File: src/hw/copad_pkg.sv
`default_nettype none

package copad_pkg;

    // --------------------------------------------------
    // cluster geometry
    // --------------------------------------------------

    // clusters per chamber, per crossing
    localparam int default_n_clusters = 8;

    // field widths
    localparam int pad_width   = 8;
    localparam int roll_width  = 3;
    localparam int cnt_width   = 3;
    localparam int delta_width = 4;

    // --------------------------------------------------
    // field types
    // --------------------------------------------------

    // pad address inside one roll
    typedef logic [pad_width-1:0] pad_t;

    // eta partition index
    typedef logic [roll_width-1:0] roll_t;

    // additional pads after the start pad
    typedef logic [cnt_width-1:0] cnt_t;

    // allowed pad distance, 0 to 15
    typedef logic [delta_width-1:0] delta_t;

    // --------------------------------------------------
    // chamber edges
    // --------------------------------------------------

    // pads 0 to 191 in every roll
    localparam pad_t last_pad = pad_t'(191);

    // rolls 0 to 7, no neighbor past either end
    localparam roll_t last_roll = roll_t'(7);

endpackage

`default_nettype wire

File: src/hw/cluster_if.sv
`timescale 1ns/1ps
`default_nettype none

// one chamber's clusters for one bunch crossing
interface cluster_if #(
    parameter int n_clusters = copad_pkg::default_n_clusters
);

    // valid pattern flag per cluster
    logic [n_clusters-1:0] vpf;

    // cluster fields, index = cluster number
    copad_pkg::roll_t [n_clusters-1:0] roll;
    copad_pkg::pad_t  [n_clusters-1:0] pad;
    copad_pkg::cnt_t  [n_clusters-1:0] cnt;

    // side that fills in the clusters
    modport producer (
        output vpf,
        output roll,
        output pad,
        output cnt
    );

    // matching logic side
    modport consumer (
        input vpf,
        input roll,
        input pad,
        input cnt
    );

endinterface

`default_nettype wire

File: src/hw/cluster_pair_match.sv
`timescale 1ns/1ps
`default_nettype none

// every A cluster window against every B cluster
// rows are A clusters, columns B clusters
module cluster_pair_match #(
    parameter int n_clusters = copad_pkg::default_n_clusters
) (
    cluster_if.consumer                            gem_a,
    cluster_if.consumer                            gem_b,
    input  copad_pkg::pad_t [n_clusters-1:0]       win_min,
    input  copad_pkg::pad_t [n_clusters-1:0]       win_max,
    input  logic                                   match_neighbor_roll,
    output logic [n_clusters-1:0][n_clusters-1:0]  same_roll,
    output logic [n_clusters-1:0][n_clusters-1:0]  upper_roll,
    output logic [n_clusters-1:0][n_clusters-1:0]  lower_roll
);

    // B start + count kept one bit wider
    localparam int end_width = copad_pkg::pad_width + 1;

    genvar ia;
    genvar ib;
    generate
        for (ia = 0; ia < n_clusters; ia++) begin : g_a
            for (ib = 0; ib < n_clusters; ib++) begin : g_b
                logic [end_width-1:0] b_end;
                logic [end_width-1:0] lo;
                logic [end_width-1:0] hi;
                logic                 start_in;
                logic                 end_in;
                logic                 pad_overlap;
                logic                 both_valid;
                logic                 roll_same;
                logic                 roll_up;
                logic                 roll_down;

                // --------------------------------------------------
                // pad overlap
                // --------------------------------------------------
                assign lo    = end_width'(win_min[ia]);
                assign hi    = end_width'(win_max[ia]);
                assign b_end = end_width'(gem_b.pad[ib]) + end_width'(gem_b.cnt[ib]);

                // first B pad inside the A window
                assign start_in = (gem_b.pad[ib] >= win_min[ia])
                               && (gem_b.pad[ib] <= win_max[ia]);

                // last B pad inside the A window
                assign end_in = (b_end >= lo) && (b_end <= hi);

                assign pad_overlap = start_in || end_in;

                // --------------------------------------------------
                // roll relation
                // --------------------------------------------------
                assign both_valid = gem_a.vpf[ia] && gem_b.vpf[ib];

                assign roll_same = gem_a.roll[ia] == gem_b.roll[ib];

                // B one roll below A, nothing below roll 0
                assign roll_up = (gem_a.roll[ia] != '0)
                              && (gem_a.roll[ia] == copad_pkg::roll_t'(gem_b.roll[ib] + 1'b1));

                // B one roll above A, nothing above the last roll
                assign roll_down = (gem_a.roll[ia] != copad_pkg::last_roll)
                                && (copad_pkg::roll_t'(gem_a.roll[ia] + 1'b1) == gem_b.roll[ib]);

                assign same_roll[ia][ib] = both_valid && roll_same && pad_overlap;

                // neighbor rolls gated by the config level
                assign upper_roll[ia][ib] = both_valid && roll_up && pad_overlap
                                         && match_neighbor_roll;
                assign lower_roll[ia][ib] = both_valid && roll_down && pad_overlap
                                         && match_neighbor_roll;
            end
        end
    endgenerate

endmodule

`default_nettype wire

File: src/hw/copad_finder.sv
`timescale 1ns/1ps
`default_nettype none

// co-pad finder for two stacked GEM chambers
// one crossing in per clock, results one clock later
module copad_finder #(
    parameter int n_clusters = copad_pkg::default_n_clusters
) (
    input  logic                                  clock,
    input  logic                                  arst_n,

    // configuration levels
    input  logic                                  match_neighbor_roll,
    input  logic                                  match_neighbor_pad,
    input  copad_pkg::delta_t                     match_delta_pad,

    // chamber A clusters
    input  logic [n_clusters-1:0]                 gem_a_vpf,
    input  copad_pkg::roll_t [n_clusters-1:0]     gem_a_roll,
    input  copad_pkg::pad_t  [n_clusters-1:0]     gem_a_pad,
    input  copad_pkg::cnt_t  [n_clusters-1:0]     gem_a_cnt,

    // chamber B clusters
    input  logic [n_clusters-1:0]                 gem_b_vpf,
    input  copad_pkg::roll_t [n_clusters-1:0]     gem_b_roll,
    input  copad_pkg::pad_t  [n_clusters-1:0]     gem_b_pad,
    input  copad_pkg::cnt_t  [n_clusters-1:0]     gem_b_cnt,

    // per A cluster flags
    output logic [n_clusters-1:0]                 match,
    output logic [n_clusters-1:0]                 match_upper,
    output logic [n_clusters-1:0]                 match_lower,

    // coincidence matrix, A index major
    output logic [n_clusters-1:0][n_clusters-1:0] copad_a_b,
    output logic                                  any_match
);

    // --------------------------------------------------
    // chamber buses
    // --------------------------------------------------
    cluster_if #(.n_clusters(n_clusters)) gem_a ();
    cluster_if #(.n_clusters(n_clusters)) gem_b ();

    assign gem_a.vpf  = gem_a_vpf;
    assign gem_a.roll = gem_a_roll;
    assign gem_a.pad  = gem_a_pad;
    assign gem_a.cnt  = gem_a_cnt;

    assign gem_b.vpf  = gem_b_vpf;
    assign gem_b.roll = gem_b_roll;
    assign gem_b.pad  = gem_b_pad;
    assign gem_b.cnt  = gem_b_cnt;

    // --------------------------------------------------
    // datapath
    // --------------------------------------------------

    // A windows
    copad_pkg::pad_t [n_clusters-1:0] win_min;
    copad_pkg::pad_t [n_clusters-1:0] win_max;

    // pair matrices before the register stage
    logic [n_clusters-1:0][n_clusters-1:0] same_roll;
    logic [n_clusters-1:0][n_clusters-1:0] upper_roll;
    logic [n_clusters-1:0][n_clusters-1:0] lower_roll;

    pad_window #(
        .n_clusters (n_clusters)
    ) u_pad_window (
        .gem_a              (gem_a),
        .match_neighbor_pad (match_neighbor_pad),
        .match_delta_pad    (match_delta_pad),
        .win_min            (win_min),
        .win_max            (win_max)
    );

    cluster_pair_match #(
        .n_clusters (n_clusters)
    ) u_cluster_pair_match (
        .gem_a               (gem_a),
        .gem_b               (gem_b),
        .win_min             (win_min),
        .win_max             (win_max),
        .match_neighbor_roll (match_neighbor_roll),
        .same_roll           (same_roll),
        .upper_roll          (upper_roll),
        .lower_roll          (lower_roll)
    );

    // only clocked stage in the design
    match_collect #(
        .n_clusters (n_clusters)
    ) u_match_collect (
        .clock       (clock),
        .arst_n      (arst_n),
        .same_roll   (same_roll),
        .upper_roll  (upper_roll),
        .lower_roll  (lower_roll),
        .copad_a_b   (copad_a_b),
        .match       (match),
        .match_upper (match_upper),
        .match_lower (match_lower),
        .any_match   (any_match)
    );

endmodule

`default_nettype wire

File: src/hw/match_collect.sv
`timescale 1ns/1ps
`default_nettype none

// single output register stage for the pair matrices
module match_collect #(
    parameter int n_clusters = copad_pkg::default_n_clusters
) (
    input  logic                                  clock,
    input  logic                                  arst_n,
    input  logic [n_clusters-1:0][n_clusters-1:0] same_roll,
    input  logic [n_clusters-1:0][n_clusters-1:0] upper_roll,
    input  logic [n_clusters-1:0][n_clusters-1:0] lower_roll,
    output logic [n_clusters-1:0][n_clusters-1:0] copad_a_b,
    output logic [n_clusters-1:0]                 match,
    output logic [n_clusters-1:0]                 match_upper,
    output logic [n_clusters-1:0]                 match_lower,
    output logic                                  any_match
);

    // any relation per A/B pair
    logic [n_clusters-1:0][n_clusters-1:0] pair_hit;

    // row reductions, one bit per A cluster
    logic [n_clusters-1:0] row_hit;
    logic [n_clusters-1:0] row_upper;
    logic [n_clusters-1:0] row_lower;

    assign pair_hit = same_roll | upper_roll | lower_roll;

    genvar i;
    generate
        for (i = 0; i < n_clusters; i++) begin : g_row
            assign row_hit[i]   = |pair_hit[i];
            assign row_upper[i] = |upper_roll[i];
            assign row_lower[i] = |lower_roll[i];
        end
    endgenerate

    // --------------------------------------------------
    // output registers
    // --------------------------------------------------
    always_ff @(posedge clock or negedge arst_n) begin
        if (!arst_n) begin
            copad_a_b   <= '0;
            match       <= '0;
            match_upper <= '0;
            match_lower <= '0;
        end else begin
            copad_a_b   <= pair_hit;
            match       <= row_hit;
            match_upper <= row_upper;
            match_lower <= row_lower;
        end
    end

    // straight from the registered flags, no extra cycle
    assign any_match = |match;

endmodule

`default_nettype wire

File: src/hw/pad_window.sv
`timescale 1ns/1ps
`default_nettype none

// clamped pad window around each chamber A cluster
module pad_window #(
    parameter int n_clusters = copad_pkg::default_n_clusters
) (
    cluster_if.consumer                     gem_a,
    input  logic                            match_neighbor_pad,
    input  copad_pkg::delta_t               match_delta_pad,
    output copad_pkg::pad_t [n_clusters-1:0] win_min,
    output copad_pkg::pad_t [n_clusters-1:0] win_max
);

    // one spare bit so start + count + delta cannot wrap
    localparam int sum_width = copad_pkg::pad_width + 1;

    // widening only with neighbor pad matching on
    copad_pkg::pad_t delta_eff;

    assign delta_eff = match_neighbor_pad ? copad_pkg::pad_t'(match_delta_pad) : '0;

    // --------------------------------------------------
    // per cluster window
    // --------------------------------------------------
    genvar i;
    generate
        for (i = 0; i < n_clusters; i++) begin : g_win
            logic [sum_width-1:0] span_hi;
            logic                 at_left_edge;
            logic                 at_right_edge;

            // far end of the widened span
            assign span_hi = sum_width'(gem_a.pad[i])
                           + sum_width'(gem_a.cnt[i])
                           + sum_width'(delta_eff);

            // window would start below pad 0
            assign at_left_edge = gem_a.pad[i] < delta_eff;

            // window would run past the last pad
            assign at_right_edge = span_hi > sum_width'(copad_pkg::last_pad);

            assign win_min[i] = at_left_edge ? '0 : gem_a.pad[i] - delta_eff;

            // clamp to the roll end, else low bits of the sum
            assign win_max[i] = at_right_edge ? copad_pkg::last_pad
                                              : span_hi[copad_pkg::pad_width-1:0];
        end
    endgenerate

endmodule

`default_nettype wire

File: config.mk
export PLATFORM = sky130hd
export DESIGN_NAME = copad_finder
export DESIGN_NICKNAME = d
export VERILOG_FILES = /design/src/hw/copad_pkg.sv /design/src/hw/cluster_if.sv /design/src/hw/cluster_pair_match.sv /design/src/hw/copad_finder.sv /design/src/hw/match_collect.sv /design/src/hw/pad_window.sv
export SDC_FILE = /design/constraint.sdc
export NUM_CORES = 2
export LEC_CHECK = 0
export BUFFER_PORTS_ARGS = -buffer_cell sky130_fd_sc_hd__buf_2
export CELL_PAD_IN_SITES_DETAIL_PLACEMENT = 0
export CELL_PAD_IN_SITES_GLOBAL_PLACEMENT = 1
export CORE_ASPECT_RATIO = 0.7
export CORE_UTILIZATION = 44
export DETAILED_ROUTE_END_ITERATION = 10
export GPL_TIMING_DRIVEN = 0
export PLACE_DENSITY_LB_ADDON = 0.1
export REMOVE_ABC_BUFFERS = 1
export SLEW_MARGIN = 40
export SYNTH_ARGS = -nofsm -noshare
export SYNTH_HDL_FRONTEND = slang
export SYNTH_SLANG_ARGS = --single-unit
File: constraint.sdc
create_clock -name clock -period 0.8 [get_ports clock]
set_input_delay 0.04 -clock clock [delete_from_list [all_inputs] [get_ports clock]]
set_output_delay 0.04 -clock clock [all_outputs]
set_load 0.01 [all_outputs]
---- After elaboration in Yosys (flattened, before gate mapping) ----
Cells that the tools add are included.
storage, ports and cells
  register bits ........................... 88
  input bits .............................. 248
  output and inout bits ................... 89
  logic and storage cells ................. 1479
cells by class
  $add $sub $neg .......................... 48
  $lt $le $gt $ge ......................... 272
  equal/unequal tests ..................... 200
  mux-type cells .......................... 17
  bitwise logic cells ..................... 2
  reduce and logical (&&, ||, !) cells .... 929
operator list
  operator             count
  $logic_and 1x1->1    832
  $eq 3x3->1           192
  $ge 9x8->1           64
  $le 9x8->1           64
  $ge 8x8->1           64
  $le 8x8->1           64
  $reduce_or 8->1      25
  $add 8x3->9          16
  $mux 8               16
  $or 64x64->64        2
  $add 9x8->9          8
  $gt 9x8->1 const B   8
  $logic_or 1x1->1     64
  $lt 8x8->1           8
  $sub 8x8->8          8
  $add 3x1->3 const B  16
  $ne 3x3->1 const B   8
  $reduce_bool 3->1    8
  $mux 4               1

---- Logic depth before layout (Yosys ltp) ----
  word-level depth ........................ 12
  depth in mapped cells ................... 22
  mapped depth without buffers ............ 22

---- Cells and area by module ----
Synthesis repeated with hierarchy kept, for this count alone.
second synthesis, totals
  cells, all modules ...................... 7272
  area total of the unflattened synthesis .. 60429.2 um2
modules (own cells, without submodules)
  module              times used  cells each  area each (um2)  seq. area each (um2)
  cluster_pair_match  1           6329        52033.7          0.0
  pad_window          1           692         5146.2           0.0
  match_collect       1           251         3249.4           2202.1

---- Worst setup path after synthesis ----
Ideal clock, no wire load.
  kind .................................... input to register
  start ................................... input port match_delta_pad[1]
  end ..................................... register u_match_collect.match[1]
  setup time .............................. 0.138 ns
  arrival ................................. 6.048 ns
  required time ........................... 0.662 ns
  slack ................................... -5.386 ns
  stages .................................. 19
  buffers on the path ..................... 1
  path through ............................ nand2_1 -> fa_1 -> inv_1 -> ha_1 -> fa_1 -> nor3b_1 -> and4_1 -> nor3_4 -> clkbuf_1 -> nand2b_1 -> ha_1 -> maj3_1 -> maj3_1 -> a221oi_1 -> o32ai_1 -> nor4b_1 -> a31oi_1 -> or4_1 -> or4_1
RTL lines
  element                 RTL line             text
  start: declaration      copad_finder.sv:15   input copad_pkg::delta_t match_delta_pad,
  end signal: assignment  match_collect.sv:50  match <= row_hit;
  end: declaration        match_collect.sv:14  output logic [n_clusters-1:0] match,

---- Final worst setup path ----
  start ................................... input port gem_b_pad[11] in the netlist's numbering
  end ..................................... register u_match_collect.match[5]
between the ends
  word-level cells in the longest chain between the ends .. 9
  elaborated cells on any way between the ends .. 16
  those cells by class .................... 1 x add/sub; 4 x order compare; 2 x bitwise; 9 x reduce/logical
RTL lines
  element                                          RTL line                  text
  start: declaration                               copad_finder.sv:26        input copad_pkg::pad_t [n_clusters-1:0] gem_b_pad,
  $add 8x3->9                                      cluster_pair_match.sv:43  assign b_end = end_width'(gem_b.pad[ib]) + end_width'(gem_b.cnt[ib]);
  $ge 9x8->1 / $le 9x8->1 (equally long branches)  cluster_pair_match.sv:50  assign end_in = (b_end >= lo) && (b_end <= hi);
  $logic_and 1x1->1                                cluster_pair_match.sv:50
  $logic_or 1x1->1 *                               cluster_pair_match.sv:52  assign pad_overlap = start_in || end_in;
  $logic_and 1x1->1                                cluster_pair_match.sv:72  assign upper_roll[ia][ib] = both_valid && roll_up && pad_overlap
  $logic_and 1x1->1                                cluster_pair_match.sv:73  && match_neighbor_roll;
  $or 64x64->64                                    match_collect.sv:28       assign pair_hit = same_roll | upper_roll | lower_roll;
  $or 64x64->64 *                                  match_collect.sv:28
  $reduce_or 8->1 *                                match_collect.sv:33       assign row_hit[i] = |pair_hit[i];
  via u_match_collect.row_hit[5]                   match_collect.sv:24       logic [n_clusters-1:0] row_hit;
The timed path passes the listed nets; every way through them passes the cells marked *.

==> results.yml <==
synthesis:
  syn_avg_cell_area_um2: 7.83
  synth_ff_type: "dfrtp_1"
  netlist_area_um2: 65000
  synth_edf_count: 0
  synthDistinctLibCells: 110
  postSynthCellCount: 8307
  yosysWarnings: 0
  async_flop_share_pct: 100
  seq_area_frac_synth_pct: 3.39
  synth-seq-cells: 88
outcome:
  failed_checks: "negative setup slack"
  outcome: "finished with violations"
grt:
  globalRouteOverflowTotal: 0
  first_global_vias: 70400
  grt_pass1_wl_um: 558000
  antenna_found_initial: 40
  grt_max_degree: 61
  grt_usage_pct: 53.2
job:
  drv_cap: 0
critical_path:
  cp-startpoint: "gem_b_pad[11]"
  start_kind: "input pin"
  timing.critical_path.mode_cell: "a21oi_1"
  crit_chain: "buf_4 -> inv_2 -> a21oi_1 -> or2_2 -> inv_4 -> ha_1 -> nand3_1 -> a21oi_1 -> o311ai_0 -> nand2_1 -> nor4b_4 -> nor4_4 -> buf_6 -> o22ai_2 -> a2111o_1 -> or4_4"
  arrival_ns: 5.57
  worst-path-max-fanout: 32
  cp_slowest_cell: "or2_2"
  cp-end-kind: "flop"
  cp_slowest_stage_delay_ns: 0.63
  worstPathRequired_ns: 1.03
  path_class: "input pin to flop"
sta:
  fmax_ghz: 0.187
  rsz0062_at_grt: "yes"
  hold_viol: 0
  slew_headroom_pct: 29.6
  slew_violations: 0
  setup_viol: 177
  finalCritPeriodShare_pct: 667
  min_period_ns: 5.34
  worst_pin_slew_ns: 1.05
  setup_slack_ns: -4.54
clocking:
  htreeDepth: 3
  clock-sinks: 88
  tritoncts: "built"
  path_clk_slew_ns: 0.07
  cts_buffers: 9
  root_buffer: "clkbuf_16"
  max-clock-path-buffers: 2
placed_design:
  dp_hpwl_um: 294000
  io_buffers: 336
  finalWeightedCongestion: 1.04
floorplan:
  die_w_um: 461
  fp.dieH_um: 324
  rows: 117
  core_area_um2: 146000
  dieArea_um2: 149000
  initial_utilization_pct: 44.5
  io_pins: 337
routing:
  antenna_left: 0
  dr.pass1.iters: 8
  num_vias: 80200
  wl_per_cell_um: 38.3
  vias_per_cell: 7.25
  wl_um: 424000
  first_iter_violations: 12400
  drc: 0
hold_path:
  worstHoldStart: "gem_a_vpf[4]"
  hold_path.class: "input pin to flop"
layout:
  drive_gt1_share_pct: 24.8
  utilization_pct: 58.1
  fill_cells: 13000
  syn2layout_area_growth_pct: 30.5
  nNetsFinal: 11200
power:
  p_per_area_nw_per_um2: 1560
  ir_drop_mv: 1.28
  p_leak_nw: 37.9
  totalPowerFinal_mw: 132
synth_stat cells (31+ instances only):
library cell  count  area, µm²
o221ai_1         43        377
a211oi_1        145       1090
inv_1           245        920
dfrtp_1          88       2200
a211o_1          44        385
nand2_1         476       1790
a32oi_1          31        272
nor4_1          129        807
and3_1           58        363
nand4_1         178       1110
nor2b_1          90        563
o21a_1           69        518
nand2b_1        159        995
o31a_1           31        272
xor2_1          312       2730
fa_1             48        961
maj3_1           78        781
a31oi_1          93        582
buf_1            38        143
o31ai_1          66        495
or3_1            41        257
a21o_1          386       2900
buf_2            43        215
and4_1           47        412
nor3_1          212       1060
ha_1           1811      22700
and2_1           45        282
nand3_1         235       1180
a22oi_1          46        345
xnor2_1         344       3010
or4_1            34        255
clkbuf_1        331       1240
o211ai_1        100        751
o2111ai_1        44        385
o21ai_0         425       2130
o22ai_1          73        457
a2111oi_0        42        368
a21oi_1         579       2900
a221oi_1         44        385
nor2_1          492       1850
sequential cells by signal (all words and copies together) (netlist names):
signal                       count
u_match_collect.copad_a_b       64
u_match_collect.match_upper      8
u_match_collect.match_lower      8
u_match_collect.match            8
report_power, final:
part | internal, mW | switching (mW) | leakage, nW
Combinational | 46.7 | 76.0 | 36.6
Clock | 2.44 | 2.19 | 0.143
Sequential | 4.76 | 0.236 | 1.21
Total | 53.9 | 78.4 | 37.9
worst max-delay path: cells and delay by family:
| kind | cells | cell delay [ns] |
|---|---|---|
| AOI/OAI and AO/OA | 5 | 1.32 |
| adders and majority gates | 1 | 0.40 |
| buffers and inverters | 4 | 1.74 |
| and+or+nand+nor | 6 | 1.98 |
layout make-up:
class	count	area [µm²]	area share, %
Inverter	267	1150	1.36
Clock inverter	6	68.8	0.0811
Timing Repair Buffer	1157	10700	12.6
Tap cell	1963	2460	2.90
Timing Repair inverter	1	5.00	0.00590
Antenna cell	31	77.6	0.0915
Multi-Input combinational cell	7542	67900	80.1
Sequential cell	88	2200	2.60
Clock buffer	10	229	0.270
final timing paths:
| check | endpoint | slack, ns | cells after the start |
|---|---|---|---|
| setup / recovery | u_match_collect.match[5]$_DFF_PN0_ | -4.54 | 16 |
| hold / removal | u_match_collect.copad_a_b[38]$_DFF_PN0_ | 0.1 | 3 |
| max in group asynchronous | u_match_collect.copad_a_b[29]$_DFF_PN0_ | 0.05 | 3 |
| min in group asynchronous | u_match_collect.copad_a_b[0]$_DFF_PN0_ | 0.11 | 2 |
cells in the final DEF (no fill, tap or decap), types with 100 or more instances in the layout:
cell type  Yosys  final
inv_1        245    186
ha_1        1811   1700
buf_6          0    138
o211ai_1     100    100
xor2_1       312    290
buf_4          4    556
nand2b_1     159    151
buf_2         43    284
xnor2_1      344    302
a211oi_1     145    109
a21o_1       386    379
a21oi_1      579    485
nand2_1      476    414
nor4_1       129    115
nor2_1       492    432
nand4_1      178    178
nor3_1       212    183
o21ai_0      425    370
nand3_1      235    212
metrics by stage:
step	cells	TNS (ns)	hold slack, ns	instance area, µm²	setup slack, ns
finish	11100	-348.13	0.0991	84800	-4.54
global placement	10200	-1031.90	0.449	67500	-13.42
detailed placement	10500	-487.83	-0.0619	73700	-6.86
global route	11000	-354.07	0.0915	84800	-4.45
floorplan	7891	-432.90	-0.256	63400	-6.11
CTS	10700	-337.81	0.0860	78200	-4.35
kinds of logic (layout without fill, tap and decap cells):
logic type,after synthesis,after routing,synth area share [%]
fa+ha+maj,1937,1937,37.5
other cells,0,31,0
flops,88,88,3.39
mux,30,30,0.475
simple gates,2312,2314,18.4
buf+inv,683,1441,4.05
xor+xnor,658,658,8.91
compound gates,2599,2603,27.3
metal layers:
metal / up-vias / global-route usage [%] / routed length, µm
met1: 38300 / 66.1 / 159000
met4: 16 / 41.6 / 41100
met5: - / 1.03 / 481
met2: 6551 / 68.8 / 153000
met3: 1758 / 25.3 / 69600
li1: 33600 / - / -
timing repair:
action,CTS,global route
setup endpoints to repair,177,225
cloned,7,3
resized for setup,537,700
hold endpoints to repair,88,0
hold buffers,1,0
setup buffers,180,342
pin swaps,180,385
Power figures use the tool's default switching activity.
